### src/logic/axi_line_pkg.sv
`default_nettype none

package axi_line_pkg;

    localparam int ADDR_W         = 32;
    localparam int DATA_W         = 32;
    localparam int LINE_W         = 128;
    localparam int WORDS_PER_LINE = LINE_W / DATA_W;
    localparam int BEAT_W         = $clog2(WORDS_PER_LINE);
    localparam int STRB_W         = DATA_W / 8;
    localparam int ID_W           = 4;
    localparam int LEN_W          = 8;
    localparam int SIZE_W         = 3;
    localparam int RESP_W         = 2;

    localparam logic [ID_W-1:0]   MASTER_ID   = 4'd1;
    localparam logic [1:0]        BURST_FIXED = 2'b00;
    localparam logic [1:0]        BURST_INCR  = 2'b01;
    localparam logic [SIZE_W-1:0] SIZE_WORD   = 3'd2; // 4 bytes per beat.
    localparam logic [RESP_W-1:0] RESP_OKAY   = 2'b00;

    localparam int MEM_WORDS   = 1024;
    localparam int IDX_W       = $clog2(MEM_WORDS);
    localparam int QUEUE_DEPTH = 4;
    localparam int PTR_W       = $clog2(QUEUE_DEPTH);
    localparam int CNT_W       = $clog2(QUEUE_DEPTH + 1);

    typedef enum logic [1:0] {
        WR_IDLE,
        WR_ADDR,
        WR_DATA,
        WR_RESP
    } wr_state_e;

    typedef enum logic [1:0] {
        RD_IDLE,
        RD_WAIT_DRAIN,
        RD_ADDR,
        RD_DATA
    } rd_state_e;

    typedef enum logic [1:0] {
        SLV_IDLE,
        SLV_WRITE_DATA,
        SLV_WRITE_RESP,
        SLV_READ_DATA
    } slv_state_e;

    // top two address bits select the cacheable region.
    function automatic logic is_cacheable(input logic [ADDR_W-1:0] addr);
        return addr[ADDR_W-1 -: 2] == 2'b00;
    endfunction

endpackage

`default_nettype wire

### src/logic/axi_read_engine.sv
`timescale 1ns/1ps
`default_nettype none

module axi_read_engine (
    input  logic                              clk_i,
    input  logic                              rst_ni,
    input  logic                              req_i,
    input  logic [axi_line_pkg::ADDR_W-1:0]   addr_i,
    input  logic                              q_empty_i,
    input  logic                              wr_busy_i,
    output logic [axi_line_pkg::ID_W-1:0]     arid_o,
    output logic [axi_line_pkg::ADDR_W-1:0]   araddr_o,
    output logic [axi_line_pkg::LEN_W-1:0]    arlen_o,
    output logic [axi_line_pkg::SIZE_W-1:0]   arsize_o,
    output logic [1:0]                        arburst_o,
    output logic                              arvalid_o,
    input  logic                              arready_i,
    input  logic [axi_line_pkg::ID_W-1:0]     rid_i,
    input  logic [axi_line_pkg::DATA_W-1:0]   rdata_i,
    input  logic [axi_line_pkg::RESP_W-1:0]   rresp_i,
    input  logic                              rlast_i,
    input  logic                              rvalid_i,
    output logic                              rready_o,
    output logic [axi_line_pkg::LINE_W-1:0]   line_o,
    output logic                              line_valid_o
);
    import axi_line_pkg::*;

    rd_state_e         state_q;
    logic [ADDR_W-1:0] addr_q;
    logic [LINE_W-1:0] asm_q;
    logic [LINE_W-1:0] merged;
    logic [BEAT_W-1:0] beat_q;
    logic [DATA_W-1:0] word_in;
    logic              cacheable;
    logic              last_beat;

    assign cacheable = is_cacheable(addr_q);
    assign arid_o    = MASTER_ID;
    assign araddr_o  = addr_q;
    assign arlen_o   = cacheable ? LEN_W'(WORDS_PER_LINE - 1) : '0;
    assign arsize_o  = SIZE_WORD;
    assign arburst_o = cacheable ? BURST_INCR : BURST_FIXED;
    assign arvalid_o = state_q == RD_ADDR;
    assign rready_o  = state_q == RD_DATA;
    assign last_beat = rready_o && rvalid_i && rlast_i;

    // a beat that is not ours or not OKAY contributes zeros.
    assign word_in = ((rid_i == MASTER_ID) && (rresp_i == RESP_OKAY)) ? rdata_i : '0;

    always_comb begin
        merged = asm_q;
        merged[beat_q*DATA_W +: DATA_W] = word_in;
    end

    always_ff @(posedge clk_i) begin
        if (!rst_ni) begin
            state_q      <= RD_IDLE;
            beat_q       <= '0;
            line_o       <= '0;
            line_valid_o <= 1'b0;
        end else begin
            line_valid_o <= last_beat; // pulse the cycle after the last beat.
            if (last_beat) begin
                line_o <= merged;
            end
            case (state_q)
                RD_IDLE: begin
                    if (req_i) begin
                        state_q <= RD_WAIT_DRAIN;
                    end
                end
                RD_WAIT_DRAIN: begin
                    if (q_empty_i && !wr_busy_i) begin
                        state_q <= RD_ADDR;
                    end
                end
                RD_ADDR: begin
                    beat_q <= '0;
                    if (arready_i) begin
                        state_q <= RD_DATA;
                    end
                end
                RD_DATA: begin
                    if (rvalid_i) begin
                        beat_q <= beat_q + BEAT_W'(1);
                        if (rlast_i) begin
                            state_q <= RD_IDLE;
                        end
                    end
                end
                default: state_q <= RD_IDLE;
            endcase
        end
    end

    always_ff @(posedge clk_i) begin
        if ((state_q == RD_IDLE) && req_i) begin
            addr_q <= addr_i;
        end
        if (state_q == RD_ADDR) begin
            asm_q <= '0; // uncached reads leave words 1 to 3 zero.
        end else if (rready_o && rvalid_i) begin
            asm_q <= merged;
        end
    end

endmodule

`default_nettype wire

### config.mk
export PLATFORM = sky130hd
export DESIGN_NAME = axi_read_engine
export DESIGN_NICKNAME = d
export VERILOG_FILES = /design/src/logic/axi_line_pkg.sv /design/src/logic/axi_read_engine.sv
export SDC_FILE = /design/constraint.sdc
export NUM_CORES = 1
export LEC_CHECK = 0
export ABC_AREA = 1
export BUFFER_PORTS_ARGS = -buffer_cell sky130_fd_sc_hd__buf_2
export CORE_MARGIN = 1
export CORE_UTILIZATION = 34
export DETAILED_ROUTE_END_ITERATION = 6
export HOLD_SLACK_MARGIN = 0.02
export PLACE_DENSITY_LB_ADDON = 0.05
export SETUP_SLACK_MARGIN = 0.4
export SLEW_MARGIN = 10
export SYNTH_ARGS = -nofsm -noshare
export SYNTH_HDL_FRONTEND = slang
export SYNTH_SLANG_ARGS = --single-unit
### constraint.sdc
create_clock -name clk_i -period 4.2 [get_ports clk_i]
set_input_delay 0 -clock clk_i [delete_from_list [all_inputs] [get_ports clk_i]]
set_output_delay 0 -clock clk_i [all_outputs]
set_load 0.02 [all_outputs]
==> flow_summary.yaml <==
clock_tree:
  htree_levels: 2
  post_cts_buffers: 0
  clockRootBuffer: "clkbuf_16"
  cts_buffer_depth: 3
  clk_latency_ns: 0.55
  cts_tree: "done"
  clk_pin_slew_ns: 0.06
  cts_made_buffers: 36
  cts_sinks: 293
yosys:
  ys_types: 27
  ys_seq_area_frac: 0.458
  synth_top_cells_by_count: "nand2_1 (495), dfxtp_1 (261), inv_1 (219), nand3_1 (181), nor2_1 (160)"
  yosysWarnings: 0
  syn_area_um2: 13500
  synth_edf_count: 32
  synth-main-ff-cell: "dfxtp_1"
  yosysTopAreaCell: "dfxtp_1"
  async_flop_share: 0
  yosysMostFrequentCell: "nand2_1"
  netlist_instances: 1841
  synthDominantCellAreaShare: 0.386
  syn_area_per_cell_um2: 7.34
  ys_top_cells_by_area: "dfxtp_1 (39%), nand2_1 (14%), edfxtp_1 (7.1%), nand3_1 (6.7%), inv_1 (6.1%)"
  ys_seq_elements: 293
setup_path:
  cp-start-kind: "flop"
  slowest_stage: "dlygate4sd3_1"
  r2r_end: "state_q[0]"
  path_max_fanout: 26
  critPathCaptureType: "flop"
  r2r_slack_ns: 0.72
  reg2reg_from: "state_q[0]"
  path_cells: "inv_1 > ha_4 > clkinvlp_4 > nor2_1 > inv_1 > nand2_1 > dlygate4sd3_1 > nor2_1 > dlygate4sd3_1 > a21oi_1 > dlygate4sd3_1"
  cpMostUsedCell: "dlygate4sd3_1"
  cp_slowest_stage_delay_ns: 0.56
  crit_type: "reg -> reg"
  cp.arrival_ns: 3.96
  rr_worst_depth: 11
  cp.required_ns: 4.69
run:
  drv_cap: 0
place:
  preCtsSetupSlack_ns: 1.38
  dpl_cell_area_um2: 14900
  gp_congestion: 0.765
  numPortBuffers: 243
  dp_hpwl_um: 27500
floorplanning:
  io_pins: 258
  fp.dieW_um: 201
  die_h_um: 201
  start_util: 0.347
  core_um2: 38900
  rows: 72
  dieArea_um2: 40600
grt:
  grt_max_degree: 109
  grt_pass1_vias: 11500
  grt-ovfl-total: 0
  antenna_found_initial: 0
  grt_pass1_wl_um: 67900
  grt_use_total: 0.216
sta:
  fin_ws_ns: 0.722
  max_freq_ghz: 0.288
  slew_violations: 0
  setup_viol: 0
  tightest_slew_ns: 1.16
  fin_tns_setup_ns: 0
  timing.final.crit_share: 0.828
  holdWs_ns: 0.0375
  period_minus_slack_ns: 3.48
  finalClockSkew_ns: 0.0227
  hold_viol_final: 0
  slew_headroom: 0.229
  rsz0062_at_grt: "false"
min_path:
  hold_path_end: "asm_q[1]"
  hold_class: "in -> reg"
  hold_depth: 7
  hold_start: "rdata_i[1]"
routing:
  ant_nets: 0
  drcViolationCount: 0
  routed_wl_um: 44600
  dr.pass1.iters: 5
  drt_iter0_drc: 727
  vias_per_cell: 4.75
  post_drt_wl_per_cell_um: 17.0
  vias: 12500
power:
  p_leak_uw: 0.00806
  ir_drop_uv: 250
  power_density_nw_per_um2: 483
finish:
  syn2layout_area_growth_pct: 24.1
  drive_gt1_frac: 0.181
  final_nets: 2169
  finish.utilization: 0.431
  diodes: 0
  fin_area_um2: 16800
outcome:
  run_status: "completed"
stage by stage:
step / std cells / total power (µW)
2_1_floorplan: 1853 / 4610
3_3_place_gp: 2493 / 4980
3_5_place_dp: 2493 / 5020
4_1_cts: 2627 / 8190
5_1_grt: 2628 / 8580
6_report: 2628 / 8100
flip-flops by register name, indices dropped and copies added (netlist names):
register      count
beat_q            2
line_o          128
line_valid_o      1
araddr_o         32
asm_q           128
state_q           2
how the worst max path moves through the flow:
stage,from,end,slack (ns),cells past startpoint
after global routing,state_q[0],state_q[0],0.49,11
after floorplan,beat_q[0],line_o[73],2.03,12
after CTS,state_q[0],state_q[0],0.53,11
after detailed placement,state_q[1],line_o[3],1.38,6
after global placement,state_q[1],line_o[8],1.36,6
final,state_q[0],state_q[0],0.72,11
routing by layer:
metal / global-route usage / routed length (µm) / vias up
met5: 0 / 0 / -
met4: 0.0809 / 1340 / 0
met3: 0.0348 / 2100 / 65
met2: 0.344 / 20400 / 313
met1: 0.293 / 20700 / 5794
li1: - / - / 6319
power breakdown:
group	internal, µW	leakage (µW)	total (µW)	switching (µW)
sequential	3210	0.00242	3370	160
combinational	567	0.00507	1680	1110
clock	1820	0.000568	3050	1230
critical path, delay by kind of cell (launching register included):
| kind | cells | cell delay (ns) |
|---|---|---|
| compound gates | 1 | 0.13 |
| fa+ha+maj | 1 | 0.41 |
| buf+inv | 6 | 2.25 |
| flops | 1 | 0.34 |
| simple gates | 3 | 0.29 |
logic make-up (layout without fill, tap and decap cells):
logic type               count (synthesis)  in the layout  share of synthesized area
AND/OR/NAND/NOR                        955            955                      0.317
other                                    2             14                   0.000556
buffers and inverters                  367            624                      0.117
adder cells (fa/ha/maj)                  9              9                    0.00833
AO/OA/AOI/OAI                          215            215                     0.0996
flip-flops                             293            293                      0.458
cells in the final DEF (no fill, tap or decap), types with 10 or more instances in the layout:
cell | synthesis | final
nand2_1 | 495 | 495
nand4_1 | 64 | 64
nor2_4 | 16 | 16
dlygate4sd3_1 | 0 | 68
o21ai_0 | 27 | 27
o21a_1 | 96 | 96
clkbuf_1 | 53 | 10
buf_2 | 59 | 242
edfxtp_1 | 32 | 32
nor2_1 | 160 | 159
a31oi_1 | 23 | 23
inv_1 | 219 | 217
nand3_1 | 181 | 181
buf_4 | 22 | 20
nor2_2 | 15 | 16
a21oi_1 | 67 | 67
dfxtp_1 | 261 | 260
clkbuf_16 | 0 | 37
nand3_2 | 21 | 21
conb_1 | 2 | 14
final cells by class:
| type | instances | area [µm²] |
|---|---|---|
| inverters | 223 | 846 |
| clock buffers | 55 | 1070 |
| multi-input cells | 1193 | 5810 |
| well taps | 518 | 648 |
| repair buffers | 334 | 2120 |
| flip-flops and latches | 293 | 6190 |
| repair inverters | 1 | 5.00 |
| clock inverters | 11 | 82.6 |
| fillers | 4037 | 22100 |
repair_timing:
action | CTS | global route
resized for setup | 0 | 1
hold endpoints to repair | 126 | 0
hold buffers | 68 | 0
setup endpoints to repair | 0 | 1
No activity file was read; power rests on OpenSTA's default activity.
