==> config.mk <==
export PLATFORM = sky130hd
export DESIGN_NAME = axi_write_engine
export DESIGN_NICKNAME = d
export VERILOG_FILES = /design/src/logic/axi_line_pkg.sv /design/src/logic/axi_write_engine.sv
export SDC_FILE = /design/constraint.sdc
export NUM_CORES = 1
export LEC_CHECK = 0
export ABC_AREA = 1
export BUFFER_PORTS_ARGS = -buffer_cell sky130_fd_sc_hd__buf_2
export CORE_MARGIN = 5
export CORE_UTILIZATION = 43
export DETAILED_ROUTE_END_ITERATION = 8
export GPL_TIMING_DRIVEN = 0
export PLACE_DENSITY = 0.76
export SLEW_MARGIN = 15
export SYNTH_ARGS = -nofsm -noshare
export SYNTH_HDL_FRONTEND = slang
export SYNTH_SLANG_ARGS = --single-unit
==> constraint.sdc <==
create_clock -name clk_i -period 8.7 [get_ports clk_i]
set_input_delay 1.305 -clock clk_i [delete_from_list [all_inputs] [get_ports clk_i]]
set_output_delay 1.305 -clock clk_i [all_outputs]
set_load 0.005 [all_outputs]
==> src/logic/axi_line_pkg.sv <==
`default_nettype none

package axi_line_pkg;

    localparam int ADDR_W         = 32;
    localparam int DATA_W         = 32;
    localparam int LINE_W         = 128;
    localparam int WORDS_PER_LINE = LINE_W / DATA_W;
    localparam int BEAT_W         = $clog2(WORDS_PER_LINE);
    localparam int STRB_W         = DATA_W / 8;
    localparam int ID_W           = 4;
    localparam int LEN_W          = 8;
    localparam int SIZE_W         = 3;
    localparam int RESP_W         = 2;

    localparam logic [ID_W-1:0]   MASTER_ID   = 4'd1;
    localparam logic [1:0]        BURST_FIXED = 2'b00;
    localparam logic [1:0]        BURST_INCR  = 2'b01;
    localparam logic [SIZE_W-1:0] SIZE_WORD   = 3'd2; // 4 bytes per beat.
    localparam logic [RESP_W-1:0] RESP_OKAY   = 2'b00;

    localparam int MEM_WORDS   = 1024;
    localparam int IDX_W       = $clog2(MEM_WORDS);
    localparam int QUEUE_DEPTH = 4;
    localparam int PTR_W       = $clog2(QUEUE_DEPTH);
    localparam int CNT_W       = $clog2(QUEUE_DEPTH + 1);

    typedef enum logic [1:0] {
        WR_IDLE,
        WR_ADDR,
        WR_DATA,
        WR_RESP
    } wr_state_e;

    typedef enum logic [1:0] {
        RD_IDLE,
        RD_WAIT_DRAIN,
        RD_ADDR,
        RD_DATA
    } rd_state_e;

    typedef enum logic [1:0] {
        SLV_IDLE,
        SLV_WRITE_DATA,
        SLV_WRITE_RESP,
        SLV_READ_DATA
    } slv_state_e;

    // top two address bits select the cacheable region.
    function automatic logic is_cacheable(input logic [ADDR_W-1:0] addr);
        return addr[ADDR_W-1 -: 2] == 2'b00;
    endfunction

endpackage

`default_nettype wire

==> src/logic/axi_write_engine.sv <==
`timescale 1ns/1ps
`default_nettype none

module axi_write_engine (
    input  logic                              clk_i,
    input  logic                              rst_ni,
    input  logic                              q_empty_i,
    input  logic [axi_line_pkg::ADDR_W-1:0]   q_addr_i,
    input  logic [axi_line_pkg::LINE_W-1:0]   q_line_i,
    output logic                              q_pop_o,
    output logic                              busy_o,
    output logic [axi_line_pkg::ID_W-1:0]     awid_o,
    output logic [axi_line_pkg::ADDR_W-1:0]   awaddr_o,
    output logic [axi_line_pkg::LEN_W-1:0]    awlen_o,
    output logic [axi_line_pkg::SIZE_W-1:0]   awsize_o,
    output logic [1:0]                        awburst_o,
    output logic                              awvalid_o,
    input  logic                              awready_i,
    output logic [axi_line_pkg::DATA_W-1:0]   wdata_o,
    output logic [axi_line_pkg::STRB_W-1:0]   wstrb_o,
    output logic                              wlast_o,
    output logic                              wvalid_o,
    input  logic                              wready_i,
    input  logic [axi_line_pkg::ID_W-1:0]     bid_i,
    input  logic [axi_line_pkg::RESP_W-1:0]   bresp_i,
    input  logic                              bvalid_i,
    output logic                              bready_o
);
    import axi_line_pkg::*;

    wr_state_e         state_q;
    logic [ADDR_W-1:0] addr_q;
    logic [LINE_W-1:0] line_q;
    logic [BEAT_W-1:0] beat_q;
    logic              cacheable;
    logic              resp_ok;

    assign cacheable = is_cacheable(addr_q);
    assign q_pop_o   = (state_q == WR_IDLE) && !q_empty_i;
    assign busy_o    = q_pop_o || (state_q != WR_IDLE); // keeps reads behind this write.

    assign awid_o    = MASTER_ID;
    assign awaddr_o  = addr_q;
    assign awlen_o   = cacheable ? LEN_W'(WORDS_PER_LINE - 1) : '0;
    assign awsize_o  = SIZE_WORD;
    assign awburst_o = cacheable ? BURST_INCR : BURST_FIXED;
    assign awvalid_o = state_q == WR_ADDR;

    assign wdata_o   = line_q[beat_q*DATA_W +: DATA_W]; // word k on beat k.
    assign wstrb_o   = '1;
    assign wvalid_o  = state_q == WR_DATA;
    assign wlast_o   = wvalid_o && (LEN_W'(beat_q) == awlen_o);

    assign bready_o  = state_q == WR_RESP;
    assign resp_ok   = (bresp_i == RESP_OKAY) && (bid_i == MASTER_ID);

    always_ff @(posedge clk_i) begin
        if (!rst_ni) begin
            state_q <= WR_IDLE;
            beat_q  <= '0;
        end else begin
            case (state_q)
                WR_IDLE: begin
                    if (q_pop_o) begin
                        state_q <= WR_ADDR;
                    end
                end
                WR_ADDR: begin
                    beat_q <= '0;
                    if (awready_i) begin
                        state_q <= WR_DATA;
                    end
                end
                WR_DATA: begin
                    if (wready_i) begin
                        beat_q <= beat_q + BEAT_W'(1);
                        if (wlast_o) begin
                            state_q <= WR_RESP;
                        end
                    end
                end
                WR_RESP: begin
                    if (bvalid_i) begin
                        state_q <= resp_ok ? WR_IDLE : WR_ADDR; // replay on a bad response.
                    end
                end
                default: state_q <= WR_IDLE;
            endcase
        end
    end

    always_ff @(posedge clk_i) begin
        if (q_pop_o) begin
            addr_q <= q_addr_i;
            line_q <= q_line_i;
        end
    end

endmodule

`default_nettype wire

==> results.toml <==
[logic_synthesis]
ys_seq_elements = 164
synth_edf_count = 160
synth_largest_area_cell = "edfxtp_1"
yosysMostFrequentCell = "edfxtp_1"
ys_top_cells_by_count = "edfxtp_1, nor2_1, o21ai_0, o21ai_1, o22ai_1"
netlist_area_um2 = 6220
ys_seq_area_share_pct = 78.5
yosysWarnings = 0
synthCells = 426
synth_area_leaders = "edfxtp_1, nor2_1, o22ai_1"
ys_types = 20
ys.flop_type = "edfxtp_1"
syn_avg_cell_area_um2 = 14.6
yosysTopAreaCellShare_pct = 77.2
async_flop_share_pct = 0

[timing]
hold_viol_final = 0
clock_skew_ns = 0.0162
final_max_slew_viol_count = 0
setup_tns_ns = 0
rsz0062_at_grt = "false"
setup_ws_ns = 4.93
max_slew_margin_pct = 52.2
fin_crit_ns = 3.77
clock.fmax_ghz = 0.265
worstMarginPinSlew_ns = 0.716
finalSetupViolCount = 0
period_share_pct = 43.3

[die]
rows = 44
pin_count = 263
start_util_pct = 43.3
core_um2 = 14400
die_width_um = 130
die_h_um = 130
die_area_um2 = 17000

[final_layout]
final_cells = 908
drive_gt1_share_pct = 45.0
finalInstanceArea_um2 = 8440
syn_to_final_growth_pct = 35.7
fill_cells = 1133
finalNetCount = 887

[setup_path]
crit_required_ns = 7.39
crit_chain = "buf_2, nor2_4, buf_12, buf_2"
cp.arrival_ns = 2.46
crit_top_cell = "buf_2"
cpLargestDelayFamily = "simple AND/OR/NAND/NOR gates"
endpoint = "q_pop_o"
cp_num_buf_inv = 3
crit_slowest_cell = "nor2_4"
reg2reg_slack_ns = 6.58
cp-startpoint = "q_empty_i"
path_class = "in2out"
max_stage_delay_ns = 0.57
crit_fanout = 32
critPathLaunchType = "primary input"
cp.depth = 4
regToRegStartpoint = "state_q[1]$_SDFFE_PN0P_"
cp-end-kind = "output pin"
ff2ff_path_depth = 6
worstReg2RegEnd = "line_q[56]$_DFFE_PP_"

[grt]
antenna_found_initial = 1
grt_busiest_layer = "met2"
grtUsageMet3_pct = 7.82
grt_pass1_wl_mm = 22.9
grt_pass1_vias = 4486
gr-usage-met2_pct = 30.7
grt.overflow.total = 0
grt_max_degree = 33
grt_usage_pct = 18.2
grtUsageMet1_pct = 20.6

[clocking]
cts_tree = "yes"
clk_pin_slew_ns = 0.06
cts_hold_buffers = 0
cts_setup_buffers = 0
clock_latency_ns = 0.43
cts_buffer_depth = 2
h-tree-depth = 4
root_buffer = "clkbuf_16"
clock-sinks = 164
cts_buffers = 17
cts_resized = 0

[place]
gp_congestion = 0.802
dpl.hpwl_mm = 11.5
dp_cells = 875
pre_cts_ws_ns = 4.94
port_buffers = 244
placed_area_um2 = 7860

[flow_run]
max_cap_viol_count = 0

[pwr]
power_mw = 2.55
p_leak_nw = 3.53
p_per_area_nw_per_um2 = 302
ir_worst_vdd_uv = 191

[drt]
drc = 0
firstDrtPassIters = 4
vias = 4338
routed_via_density = 4.78
routedWlPerCell_um = 17.0
postRouteWirelength_mm = 15.5
drtIter0Drc = 298
ant_nets = 0

[run_status]
status = "finished, final reports clean"

[hold_path]
min_path_type = "reg2reg"
## how the worst min path moves through the flow
stage | depth (start not counted) | slack [ns] | from | end
after CTS | 4 | 0.69 | state_q[0]$_SDFFE_PN0P_ | state_q[0]$_SDFFE_PN0P_
after global routing | 3 | 0.75 | beat_q[1]$_SDFFE_PN0P_ | beat_q[1]$_SDFFE_PN0P_
after detailed placement | 4 | 0.66 | state_q[1]$_SDFFE_PN0P_ | state_q[0]$_SDFFE_PN0P_
final | 4 | 0.69 | state_q[0]$_SDFFE_PN0P_ | state_q[0]$_SDFFE_PN0P_
after floorplan | 4 | 0.59 | state_q[1]$_SDFFE_PN0P_ | state_q[1]$_SDFFE_PN0P_
after global placement | 4 | 0.62 | state_q[1]$_SDFFE_PN0P_ | state_q[1]$_SDFFE_PN0P_
## cell usage in the layout, fill, tap and decap left out
| master | instances |
|---|---|
| a21oi_1 | 4 |
| buf_12 | 3 |
| buf_16 | 2 |
| buf_2 | 256 |
| buf_4 | 24 |
| buf_6 | 2 |
| clkbuf_1 | 5 |
| clkbuf_16 | 17 |
| clkinv_4 | 3 |
| clkinv_8 | 2 |
| clkinvlp_4 | 1 |
| conb_1 | 18 |
| dfxtp_1 | 4 |
| diode_2 | 1 |
| edfxtp_1 | 160 |
| ha_1 | 5 |
| inv_1 | 11 |
| inv_12 | 1 |
| inv_2 | 2 |
| inv_6 | 3 |
| inv_8 | 4 |
| nand2_1 | 16 |
| nand2_2 | 2 |
| nand3_1 | 1 |
| nand3_2 | 1 |
| nor2_1 | 74 |
| nor2_4 | 2 |
| o21ai_0 | 35 |
| o21ai_1 | 33 |
| o22ai_1 | 32 |
## layout make-up
type	count	area, um^2	share of cell area [%]
tap	184	230	2.73
multi-input combinational	223	1080	12.8
antenna	1	2.50	0.0296
timing repair buffer	249	1340	15.8
buffer	42	278	3.29
inverter	13	48.8	0.578
sequential	164	4880	57.9
clock inverter	14	154	1.82
clock buffer	18	429	5.08
## where the power goes
part / total [mW] / leakage, nW / switching, mW / internal (mW)
Combinational: 0.700 / 1.70 / 0.423 / 0.277
Clock: 0.721 / 0.282 / 0.336 / 0.385
Sequential: 1.12 / 1.54 / 0.0432 / 1.08
## kinds of logic (layout without fill, tap and decap cells)
| family | Yosys count | after routing | synth area share, % |
|---|---|---|---|
| AOI/OAI and AO/OA | 104 | 104 | 9.01 |
| DFF | 164 | 164 | 78.5 |
| buffers and inverters | 55 | 336 | 5.25 |
| adders and majority gates | 5 | 5 | 1.01 |
| other | 2 | 19 | 0.121 |
| and+or+nand+nor | 96 | 96 | 6.11 |
## per-stage QoR
stage / util, % / hold WS, ns
2_1_floorplan: - / 0.589
3_3_place_gp: 53.8 / 0.615
3_5_place_dp: 54.7 / 0.661
4_1_cts: 58.7 / 0.694
5_1_grt: 58.7 / 0.753
6_report: 58.8 / 0.688
## worst min-delay path: stages (launching register included)
cell	delay [ns]
dfxtp_1	0.34
inv_1	0.15
nand2_1	0.08
nand2_1	0.05
nor2_1	0.03
## sequential cells by signal, summed over array words and instances (netlist names)
signal	cells
line_q	128
awaddr_o	32
beat_q	2
state_q	2
## per-layer routing
layer  routed length (um)  part of all wire, %  up-vias
met5                   13                0.084        -
met4                  231                  1.5        2
met3                 1610                   10       19
met2                 7870                   51      208
met1                 5750                   37     2014
li1                     -                    -     2095
Note: power is estimated with default switching activity, not from simulation.
