## src/logic/axi_line_pkg.sv

```systemverilog
`default_nettype none

package axi_line_pkg;

    localparam int ADDR_W         = 32;
    localparam int DATA_W         = 32;
    localparam int LINE_W         = 128;
    localparam int WORDS_PER_LINE = LINE_W / DATA_W;
    localparam int BEAT_W         = $clog2(WORDS_PER_LINE);
    localparam int STRB_W         = DATA_W / 8;
    localparam int ID_W           = 4;
    localparam int LEN_W          = 8;
    localparam int SIZE_W         = 3;
    localparam int RESP_W         = 2;

    localparam logic [ID_W-1:0]   MASTER_ID   = 4'd1;
    localparam logic [1:0]        BURST_FIXED = 2'b00;
    localparam logic [1:0]        BURST_INCR  = 2'b01;
    localparam logic [SIZE_W-1:0] SIZE_WORD   = 3'd2; // 4 bytes per beat.
    localparam logic [RESP_W-1:0] RESP_OKAY   = 2'b00;

    localparam int MEM_WORDS   = 1024;
    localparam int IDX_W       = $clog2(MEM_WORDS);
    localparam int QUEUE_DEPTH = 4;
    localparam int PTR_W       = $clog2(QUEUE_DEPTH);
    localparam int CNT_W       = $clog2(QUEUE_DEPTH + 1);

    typedef enum logic [1:0] {
        WR_IDLE,
        WR_ADDR,
        WR_DATA,
        WR_RESP
    } wr_state_e;

    typedef enum logic [1:0] {
        RD_IDLE,
        RD_WAIT_DRAIN,
        RD_ADDR,
        RD_DATA
    } rd_state_e;

    typedef enum logic [1:0] {
        SLV_IDLE,
        SLV_WRITE_DATA,
        SLV_WRITE_RESP,
        SLV_READ_DATA
    } slv_state_e;

    // top two address bits select the cacheable region.
    function automatic logic is_cacheable(input logic [ADDR_W-1:0] addr);
        return addr[ADDR_W-1 -: 2] == 2'b00;
    endfunction

endpackage

`default_nettype wire

```

## src/logic/write_queue.sv

```systemverilog
`timescale 1ns/1ps
`default_nettype none

module write_queue (
    input  logic                              clk_i,
    input  logic                              rst_ni,
    input  logic                              push_i,
    input  logic                              pop_i,
    input  logic [axi_line_pkg::ADDR_W-1:0]   addr_i,
    input  logic [axi_line_pkg::LINE_W-1:0]   line_i,
    output logic [axi_line_pkg::ADDR_W-1:0]   addr_o,
    output logic [axi_line_pkg::LINE_W-1:0]   line_o,
    output logic                              empty_o,
    output logic                              full_o
);
    import axi_line_pkg::*;

    logic [ADDR_W-1:0] addr_mem [QUEUE_DEPTH];
    logic [LINE_W-1:0] line_mem [QUEUE_DEPTH];
    logic [PTR_W-1:0]  wr_ptr_q;
    logic [PTR_W-1:0]  rd_ptr_q;
    logic [CNT_W-1:0]  count_q;
    logic              push_ok;
    logic              pop_ok;

    assign full_o  = count_q == CNT_W'(QUEUE_DEPTH);
    assign empty_o = count_q == '0;
    assign push_ok = push_i && !full_o; // a push into a full queue is dropped.
    assign pop_ok  = pop_i && !empty_o;
    assign addr_o  = addr_mem[rd_ptr_q];
    assign line_o  = line_mem[rd_ptr_q];

    always_ff @(posedge clk_i) begin
        if (!rst_ni) begin
            wr_ptr_q <= '0;
            rd_ptr_q <= '0;
            count_q  <= '0;
        end else begin
            if (push_ok) begin
                wr_ptr_q <= wr_ptr_q + PTR_W'(1);
            end
            if (pop_ok) begin
                rd_ptr_q <= rd_ptr_q + PTR_W'(1);
            end
            case ({push_ok, pop_ok})
                2'b10:   count_q <= count_q + CNT_W'(1);
                2'b01:   count_q <= count_q - CNT_W'(1);
                default: count_q <= count_q;
            endcase
        end
    end

    always_ff @(posedge clk_i) begin
        if (push_ok) begin
            addr_mem[wr_ptr_q] <= addr_i;
            line_mem[wr_ptr_q] <= line_i;
        end
    end

endmodule

`default_nettype wire

```

## config.mk

```make
export PLATFORM = sky130hd
export DESIGN_NAME = write_queue
export DESIGN_NICKNAME = d
export VERILOG_FILES = /design/src/logic/axi_line_pkg.sv /design/src/logic/write_queue.sv
export SDC_FILE = /design/constraint.sdc
export NUM_CORES = 1
export LEC_CHECK = 0
export BUFFER_PORTS_ARGS = -buffer_cell sky130_fd_sc_hd__buf_2
export CAP_MARGIN = 20
export CORE_MARGIN = 2
export CORE_UTILIZATION = 61
export CTS_CLUSTER_SIZE = 14
export DETAILED_ROUTE_END_ITERATION = 10
export GPL_TIMING_DRIVEN = 0
export PLACE_DENSITY = 0.81
export SETUP_SLACK_MARGIN = 0.1
export SLEW_MARGIN = 20
export SYNTH_ARGS = -nofsm -noshare
export SYNTH_HDL_FRONTEND = slang
export SYNTH_SLANG_ARGS = --single-unit
```

## constraint.sdc

```tcl
create_clock -name clk_i -period 13.45 [get_ports clk_i]
set_input_delay 1.345 -clock clk_i [delete_from_list [all_inputs] [get_ports clk_i]]
set_output_delay 1.345 -clock clk_i [all_outputs]
set_load 0.05 [all_outputs]
```

==> results.py, run 1 <==
metrics = {
    "sta": {
        "setup_viol": 0,
        "max_slew.worst_pin.slew_ns": 0.646,
        "fin_skew_ns": 0.0305,
        "hold_ws_ns": 0.495,
        "rsz0062_at_grt": "no",
        "fmax_mhz": 259,
        "finalCritPeriodShare_pct": 28.7,
        "drv_slew": 0,
        "finalCriticalPeriod_ns": 3.86,
        "slew_headroom_pct": 56.9,
        "fin_tns_setup_ns": 0,
        "hold_violations": 0,
    },
    "synth": {
        "yosys_warnings": 0,
        "synth_ff_type": "edfxtp_1",
        "yosysTopAreaCell": "edfxtp_1",
        "yosysSeqAreaShare_pct": 82.4,
        "synth_edf_count": 640,
        "synth.net_count": 1060,
        "synthCells": 890,
        "yosysTopAreaCellShare_pct": 81.6,
        "syn_area_per_cell_sq_um": 26.5,
        "synthTopCellsByCount": "edfxtp_1 (640), mux4_2 (160), buf_2 (19), buf_6 (11), dfxtp_1 (9)",
        "synth_area_leaders": "edfxtp_1 (82%), mux4_2 (15%), dfxtp_1 (0.77%)",
        "synth.most_common_cell": "edfxtp_1",
        "ys_ff_latch": 649,
        "async_flop_share_pct": 0,
        "syn_area_sq_um": 23500,
        "synth_cell_types": 21,
    },
    "global_routing": {
        "grt_pass1_vias": 11800,
        "grt_pass1_wl_microns": 72800,
        "antenna_found_initial": 10,
        "grt.total_usage_pct": 24.8,
        "grt_start_max_net_pins": 50,
        "grt.overflow.total": 0,
    },
    "layout": {
        "finalNetCount": 1461,
        "fin_util_pct": 74.1,
        "syn2layout_area_growth_pct": 19.1,
        "layout-drive-gt1-share_pct": 45.8,
        "final_cells": 1858,
    },
    "critical_path": {
        "cp-end-kind": "primary output",
        "cp.required_ns": 12.10,
        "start_kind": "flop",
        "worstPathArrival_ns": 2.51,
        "critPathMaxFanout": 10,
        "path_class": "flop to primary output",
    },
    "placed_design": {
        "gp_congestion": 0.716,
        "io_buffers": 324,
        "dpl.cell_count": 1740,
        "dp.final_hpwl_microns": 29700,
    },
    "floorplanning": {
        "ios": 326,
        "dieArea_sq_um": 40200,
        "die_h_microns": 200,
        "core_sq_um": 37800,
        "std_cell_rows": 71,
        "die_w_microns": 200,
        "start_util_pct": 62.2,
    },
    "clocking": {
        "cts_made_buffers": 60,
        "post-cts-setup-buffer-count": 0,
        "cts_resized": 0,
        "clock_path_buffers": 3,
        "cts_tree": "yes",
        "clkTransAtPathRegs_ns": 0.06,
        "clk_latency_ns": 0.63,
        "clock-sinks": 649,
        "root_buffer": "clkbuf_16",
        "htreeDepth": 2,
        "ctsHoldBuffers": 0,
    },
    "power": {
        "ir_drop_uv": 182,
        "design_power_total_w": 0.00587,
        "power_leakage_nw": 9.42,
        "powerDensity_nw_per_um2": 209,
    },
    "detailed_routing": {
        "via_count": 11100,
        "via_per_inst": 5.95,
        "wirelength_microns": 48700,
        "routedWlPerCell_microns": 26.2,
        "dr.pass1.iters": 5,
        "route.detailed.drc": 0,
        "final_antenna_net_count": 0,
        "drt_iter0_markers": 937,
    },
    "outcome": {
        "outcome": "finished, final reports clean",
    },
    "run": {
        "max-cap-violations": 0,
    },
    "hold_path": {
        "holdCritPathClass": "flop to flop",
    },
}
## report_power, final
part | internal (W) | switching [W] | total [W]
registers | 0.00243 | 0.0000512 | 0.00248
logic | 0.000547 | 0.00124 | 0.00179
clock network | 0.000902 | 0.000693 | 0.00159
total | 0.00388 | 0.00199 | 0.00587
## per-layer routing
layer	up-vias	track usage, %	share of wire, %
met5	-	0	0.078
met1	5727	30.7	35
met3	103	7.47	9.7
met2	555	42.1	52
li1	4670	-	-
met4	6	8.99	2.9
## state kept, by name (all words and copies together), names as in the netlist, named ones only
signal,flops
addr_mem,128
line_mem,512
rd_ptr_q,2
wr_ptr_q,2
count_q,3
## worst max-delay path, cell delays in order, from the launching register on
cell and delay [ns]:
dfxtp_1 0.30, buf_2 0.22, buf_2 0.35, buf_2 0.39, mux4_2 0.37, buf_2 0.24
## kinds of logic (layout without fill, tap and decap cells)
logic type               count (synthesis)  in the layout  synth area share (%)
XOR/XNOR                                 2              2                0.0744
adder cells (fa/ha/maj)                  6              6                 0.351
AND/OR/NAND/NOR                         20             20                 0.478
AO/OA/AOI/OAI                            7              7                 0.170
buffers and inverters                   44            494                  1.15
multiplexers                           162            162                  15.4
flip-flops                             649            649                  82.4
other                                    0              7                     0
## layout make-up
class / instances / area [sq um]
Buffer: 38 / 249
Inverter: 6 / 22.5
Clock inverter: 38 / 278
Clock buffer: 73 / 1570
Fill cell: 2074 / 9810
Multi-Input combinational cell: 197 / 3890
Antenna cell: 7 / 17.5
Timing Repair Buffer: 339 / 1970
Sequential cell: 649 / 19400
Tap cell: 511 / 639
## through the flow
stage | setup WS, ns | instance area (sq um)
2_1_floorplan | 7.52 | 23500
3_3_place_gp | 4.57 | 25800
3_5_place_dp | 9.95 | 26200
4_1_cts | 9.51 | 28000
5_1_grt | 9.49 | 28000
6_report | 9.59 | 28000
## path summary, 6_finish.rpt
kind,end,start,depth (start not counted),slack (ns)
setup reg to reg,line_mem[0][112],count_q[0],6,10.90
hold reg to reg,wr_ptr_q[0],wr_ptr_q[0],2,0.50
setup / recovery,line_o[80],flop,5,9.59
hold / removal,wr_ptr_q[0],wr_ptr_q[0],2,0.50
## cells in the final DEF (no fill, tap or decap)
cell type,netlist,routed
buf_12,0,8
and2_4,0,4
clkbuf_16,0,61
clkinvlp_4,0,1
dfxtp_1,9,9
fa_1,1,1
mux2i_1,2,2
or4bb_1,1,1
ha_1,5,5
mux4_2,160,160
or3_1,2,2
clkinv_1,0,18
xnor2_1,1,1
inv_1,6,6
nor3b_1,1,1
xor2_1,1,1
buf_6,11,11
inv_6,0,2
bufinv_16,0,4
clkinv_2,0,13
and2_1,6,2
a21boi_0,2,2
buf_2,19,343
nor3_1,1,1
nor2b_1,2,2
buf_16,0,7
diode_2,0,7
clkbuf_1,8,20
nand2_1,7,7
edfxtp_1,640,640
o21ai_0,5,5
(Power assumes the default switching activity.)
==> inputs of run 2 (changes only) <==
--- a/config.mk
+++ b/config.mk
@@ -5,14 +5,15 @@
 export SDC_FILE = /design/constraint.sdc
 export NUM_CORES = 1
 export LEC_CHECK = 0
+export ABC_AREA = 1
 export BUFFER_PORTS_ARGS = -buffer_cell sky130_fd_sc_hd__buf_2
 export CAP_MARGIN = 20
 export CORE_MARGIN = 2
-export CORE_UTILIZATION = 61
+export CORE_UTILIZATION = 52
 export CTS_CLUSTER_SIZE = 14
 export DETAILED_ROUTE_END_ITERATION = 10
 export GPL_TIMING_DRIVEN = 0
-export PLACE_DENSITY = 0.81
+export PLACE_DENSITY = 0.73
 export SETUP_SLACK_MARGIN = 0.1
 export SLEW_MARGIN = 20
 export SYNTH_ARGS = -nofsm -noshare
==> constraint.sdc (replaced) <==
create_clock -name clk_i -period 3.2 [get_ports clk_i]
set_input_delay 0.32 -clock clk_i [delete_from_list [all_inputs] [get_ports clk_i]]
set_output_delay 0.32 -clock clk_i [all_outputs]
set_load 0.05 [all_outputs]
==> results.py, run 2 <==
metrics = {
    "hold_path": {
        "holdCritPathClass": "input port to flop",
        "hp-start": "pop_i",
        "holdPathEnd": "rd_ptr_q[1]",
        "min_path_cells": 3,
    },
    "synth": {
        "yosysSeqAreaShare_pct": 80.8,
        "syn_area_sq_um": 24000,
        "yosys_warnings": 0,
        "yosysTopAreaCellShare_pct": 80.0,
        "yosysTopAreaCell": "edfxtp_1",
        "ys_ff_latch": 649,
        "synth_ff_type": "edfxtp_1",
        "async_flop_share_pct": 0,
        "syn_area_per_cell_sq_um": 14.9,
        "synthCells": 1617,
        "synth_area_leaders": "edfxtp_1 (80%), nor2_1 (5.2%), o22ai_1 (4.2%)",
        "synth.most_common_cell": "edfxtp_1",
        "synth.net_count": 1787,
        "synth_edf_count": 640,
        "synthTopCellsByCount": "edfxtp_1 (640), nor2_1 (330), o21ai_0 (182), o22ai_1 (160), o21ai_1 (140)",
        "synth_cell_types": 18,
    },
    "detailed_routing": {
        "drt_iter0_markers": 1495,
        "final_antenna_net_count": 0,
        "dr.pass1.iters": 7,
        "route.detailed.drc": 0,
        "wirelength_microns": 61200,
        "via_per_inst": 5.64,
        "routedWlPerCell_microns": 21.4,
        "via_count": 16100,
    },
    "global_routing": {
        "grt_start_max_net_pins": 24,
        "grt.total_usage_pct": 25.2,
        "grt.overflow.total": 0,
        "grt_pass1_wl_microns": 90500,
        "grt_pass1_vias": 16300,
        "antenna_found_initial": 4,
    },
    "critical_path": {
        "path_class": "flop to primary output",
        "critPathMaxFanout": 10,
        "r2r_end": "line_mem[2][86]",
        "r2r_cells": 8,
        "slowest_stage": "dfxtp_1",
        "cp.required_ns": 2.88,
        "timing.critical_path.cells": "buf_4, clkbuf_1, o21ai_0, o22ai_1, buf_2",
        "worstPathArrival_ns": 2.66,
        "cp-end-kind": "primary output",
        "cp_num_cells": 5,
        "rrSetupSlack_ns": 0.84,
        "cp_slowest_stage_delay_ns": 0.49,
        "start_kind": "flop",
        "path_buf_inv": 3,
        "r2r_start": "count_q[1]",
        "critPathTopFamily": "buffers and inverters",
    },
    "sta": {
        "fin_skew_ns": 0.0119,
        "finalCritPeriodShare_pct": 93.1,
        "slew_headroom_pct": 53.7,
        "fin_tns_setup_ns": 0,
        "hold_violations": 0,
        "finalCriticalPeriod_ns": 2.98,
        "max_slew.worst_pin.slew_ns": 0.692,
        "drv_slew": 0,
        "setup_ws_ns": 0.222,
        "rsz0062_at_grt": "yes",
        "fmax_mhz": 336,
        "setup_viol": 0,
    },
    "placed_design": {
        "gp_congestion": 0.785,
        "placed_area_sq_um": 27200,
        "dpl.cell_count": 2574,
        "io_buffers": 325,
        "dp.final_hpwl_microns": 37100,
        "pre_cts_slack_ns": 0.829,
    },
    "floorplanning": {
        "die_w_microns": 219,
        "die_h_microns": 219,
        "dieArea_sq_um": 47900,
        "ios": 326,
        "std_cell_rows": 78,
        "start_util_pct": 52.8,
        "core_sq_um": 45500,
    },
    "clocking": {
        "htreeDepth": 3,
        "clock-sinks": 649,
        "root_buffer": "clkbuf_16",
        "clk_latency_ns": 0.60,
        "clock_path_buffers": 3,
        "cts_made_buffers": 68,
        "cts_tree": "yes",
        "clkTransAtPathRegs_ns": 0.06,
    },
    "layout": {
        "top_register": "line_mem",
        "final_area_sq_um": 30900,
        "reg_top3": "line_mem x512, addr_mem x128, count_q x3",
        "largest_register_ff_count": 512,
        "syn2layout_area_growth_pct": 28.8,
        "layout_common_cells": "edfxtp_1 (640), buf_2 (363), nor2_1 (325)",
        "fin_util_pct": 68.0,
        "final_cells": 2860,
        "layout_commonest_cell": "edfxtp_1",
        "finalNetCount": 2375,
        "layout-drive-gt1-share_pct": 22.6,
    },
    "power": {
        "ir_drop_uv": 757,
        "powerDensity_nw_per_um2": 861,
        "power_leakage_nw": 11.0,
    },
    "outcome": {
        "outcome": "finished, final reports clean",
    },
    "run": {
        "max-cap-violations": 0,
    },
}
==> run 2: cell types whose count changed after synthesis, sizes merged, moves of 19 or more <==
cell | before | now
nor2 | 0 | 330
mux4 | 160 | 0
clkbuf | 8 | 56
o22ai | 0 | 160
buf | 30 | 49
o21ai | 5 | 322
==> run 2: worst min-delay path, stage by stage <==
cell	delay, ns
buf_2	0.12
nand3_1	0.08
a21oi_1	0.07
==> run 2: what timing repair did <==
action | 4_1_cts | 5_1_grt
hold endpoints to repair | 645 | 0
hold buffers | 161 | 0
setup endpoints to repair | 0 | 3
gates resized for setup | 0 | 3
setup buffers | 0 | 0
==> run 2: area by class of cell <==
class                      count  area [sq um]
sequential                   649         19400
inverter                      20          78.8
multi-input combinational    843          4080
clock buffer                  90          1910
antenna                        4          10.0
buffer                       105           499
timing repair buffer         518          3990
tap                          600           751
fill                        3037         14500
clock inverter                31           216
==> run 2: kinds of logic (layout without fill, tap and decap cells) <==
group                      count (synthesis)  after routing  share of synthesized area [%]
AOI/OAI and AO/OA                        487            487                           11.0
adders and majority gates                  6              6                          0.344
buffers and inverters                    125            764                           2.40
DFF                                      649            649                           80.8
other                                      0              4                              0
and+or+nand+nor                          350            350                           5.50
==> run 2: per-stage QoR <==
stage | hold WS [ns] | total power (W)
2_1_floorplan | 0.419 | 0.0164
3_3_place_gp | 0.486 | 0.0188
3_5_place_dp | 0.494 | 0.0190
4_1_cts | 0.00284 | 0.0267
5_1_grt | 0.0495 | 0.0275
6_report | 0.0360 | 0.0266
==> run 2: worst max-delay path by stage <==
stage / start / to / slack [ns]
3_3_place_gp: count_q[1] / line_mem[3][79] / -2.08
4_1_cts: flop / line_o[47] / 0.20
2_1_floorplan: count_q[1] / addr_mem[0][0] / -0.19
5_1_grt: flop / line_o[101] / 0.1
6_report: flop / line_o[47] / 0.22
3_5_place_dp: count_q[1] / line_mem[2][79] / 0.83
==> run 2: per-layer routing <==
metal	track usage [%]	vias to the layer above	wire, microns
met1	30.8	7951	22900
li1	-	7319	-
met5	0	-	0
met3	5.85	125	5310
met4	10.2	0	1920
met2	43.5	735	31000
==> run 2: where the power goes <==
part           switching [W]  leakage (nW)  internal [W]  total (W)
sequential          0.000164          5.95        0.0101     0.0102
clock                0.00311          1.04       0.00443    0.00754
combinational        0.00682          4.00       0.00203    0.00885
==> inputs of run 3 (changes only) <==
==> constraint.sdc (replaced) <==
create_clock -name clk_i -period 2.5 [get_ports clk_i]
set_input_delay 0.25 -clock clk_i [delete_from_list [all_inputs] [get_ports clk_i]]
set_output_delay 0.25 -clock clk_i [all_outputs]
set_load 0.05 [all_outputs]
==> results.py, run 3 (same netlist as run 2, synthesis figures left out) <==
metrics = {
    "power": {
        "comb_power_share_pct": 36.4,
        "power_switching_w": 0.0132,
        "power_leakage_nw": 11.7,
        "internal_power_w": 0.0226,
        "design_power_total_w": 0.0358,
        "power.share.switching_pct": 37.0,
        "powerDensity_nw_per_um2": 1110,
        "ir_drop_uv": 873,
        "p_seq_share_pct": 36.6,
        "power_frac_clock_pct": 26.9,
    },
    "critical_path": {
        "start_kind": "flop",
        "path_class": "flop to primary output",
        "critPathMaxFanout": 10,
        "worstPathArrival_ns": 2.16,
        "cp.required_ns": 2.25,
        "cp-end-kind": "primary output",
    },
    "floorplanning": {
        "die_w_microns": 219,
        "std_cell_rows": 78,
        "start_util_pct": 52.8,
        "die_h_microns": 219,
        "ios": 326,
        "dieArea_sq_um": 47900,
        "core_sq_um": 45500,
    },
    "run": {
        "max-cap-violations": 0,
    },
    "layout": {
        "layout_commonest_cell": "edfxtp_1",
        "reg_top3": "line_mem x512, addr_mem x128, count_q x3",
        "regArea_sq_um": 19400,
        "multi_input_area_sq_um": 4300,
        "layout_common_cells": "edfxtp_1 (640), nor2_1 (324), o21ai_0 (181)",
        "layout-drive-gt1-share_pct": 27.0,
        "top_register": "line_mem",
        "finalNetCount": 2390,
        "syn2layout_area_growth_pct": 34.5,
        "fillerInstances": 2821,
        "largest_register_ff_count": 512,
    },
    "placed_design": {
        "io_buffers": 325,
        "gp_congestion": 0.785,
        "dp.final_hpwl_microns": 37100,
    },
    "clocking": {
        "clock_path_buffers": 3,
        "cts_made_buffers": 68,
        "clk_latency_ns": 0.60,
        "htreeDepth": 3,
        "clkTransAtPathRegs_ns": 0.06,
        "root_buffer": "clkbuf_16",
        "clock-sinks": 649,
        "cts_tree": "yes",
    },
    "detailed_routing": {
        "via_per_inst": 5.69,
        "via_count": 16300,
        "wirelength_microns": 62600,
        "routedWlPerCell_microns": 21.8,
        "drt_iter0_markers": 1607,
        "route.detailed.drc": 0,
        "final_antenna_net_count": 0,
        "dr.pass1.iters": 6,
    },
    "sta": {
        "max_slew.worst_pin.slew_ns": 0.698,
        "drv_slew": 0,
        "setup_viol": 0,
        "hold_ws_ns": 0.389,
        "hold_violations": 0,
        "fmax_mhz": 415,
        "finalCriticalPeriod_ns": 2.41,
        "rsz0062_at_grt": "yes",
        "fin_skew_ns": 0.0137,
        "finalCritPeriodShare_pct": 96.3,
        "slew_headroom_pct": 53.3,
    },
    "global_routing": {
        "grt_pass1_vias": 16300,
        "grt.total_usage_pct": 25.6,
        "grt_pass1_wl_microns": 91700,
        "antenna_found_initial": 2,
        "grt.overflow.total": 0,
        "grt_start_max_net_pins": 24,
    },
    "hold_path": {
        "holdCritPathClass": "input port to flop",
    },
    "outcome": {
        "outcome": "finished, final reports clean",
    },
}
run 3: cell types whose count changed in the layout (fill, tap and decap cells not counted), sizes merged:
cell and change:
diode -1, clkbuf -2, clkinv +1, dlygate4sd3 +2, inv -1, buf +15
run 3: per-stage QoR:
step,area (sq um),std cells,setup slack [ns],util (%),TNS (ns)
3_5_place_dp,27200,2574,0.129,59.8,0
4_1_cts,31800,2859,0.0519,69.9,0
5_1_grt,32300,2873,0.0188,71.0,0
6_report,32300,2874,0.0930,71.0,0
3_3_place_gp,26400,2542,-2.78,58.1,-1737.39
2_1_floorplan,24100,1617,-0.890,-,-560.45
run 3: path summary, 6_finish.rpt:
path | startpoint | cells after the start | end | slack, ns
min reg2reg | rd_ptr_q[1] | 2 | rd_ptr_q[1] | 0.50
min | line_i[108] | 2 | line_mem[3][108] | 0.39
max reg2reg | count_q[1] | 7 | line_mem[3][83] | 0.27
max | flop | 6 | line_o[59] | 0.09
run 3: worst max-delay path, cell delays in order (launching register included):
cell	delay (ns)
dfxtp_4	0.41
buf_12	0.18
buf_8	0.20
buf_4	0.23
nor2_1	0.07
o22ai_1	0.20
buf_4	0.25
run 3: what timing repair did:
item | 4_1_cts | 5_1_grt
gates cloned | 1 | 2
setup endpoints to repair | 160 | 161
pin swaps | 8 | 7
endpoints found under the hold margin | 649 | 0
hold buffers | 163 | 0
buffers inserted | 0 | 10
resized for setup | 306 | 117
run 3: area by class of cell:
class	count	share of cell area (%)
sequential	649	60.1
timing repair buffer	533	14.3
multi-input combinational	843	13.3
clock buffer	90	5.91
buffer	105	3.03
tap	600	2.32
clock inverter	31	0.670
inverter	20	0.329
antenna	3	0.0232
run 3: per-layer routing:
metal | track usage (%) | vias up | share of wire [%]
met5 | 0 | - | 0
met4 | 9.57 | 0 | 2.7
met3 | 5.79 | 119 | 8.9
met2 | 44.0 | 812 | 51
met1 | 31.7 | 8054 | 37
li1 | - | 7362 | -
run 3: power groups by stage:
stage,registers [W],logic [W],clock network (W)
floorplan,0.0134,0.00761,0
global placement,0.0134,0.0106,0
detailed placement,0.0133,0.0110,0
CTS,0.0131,0.0125,0.00974
global route,0.0132,0.0137,0.0101
finish,0.0131,0.0131,0.00964
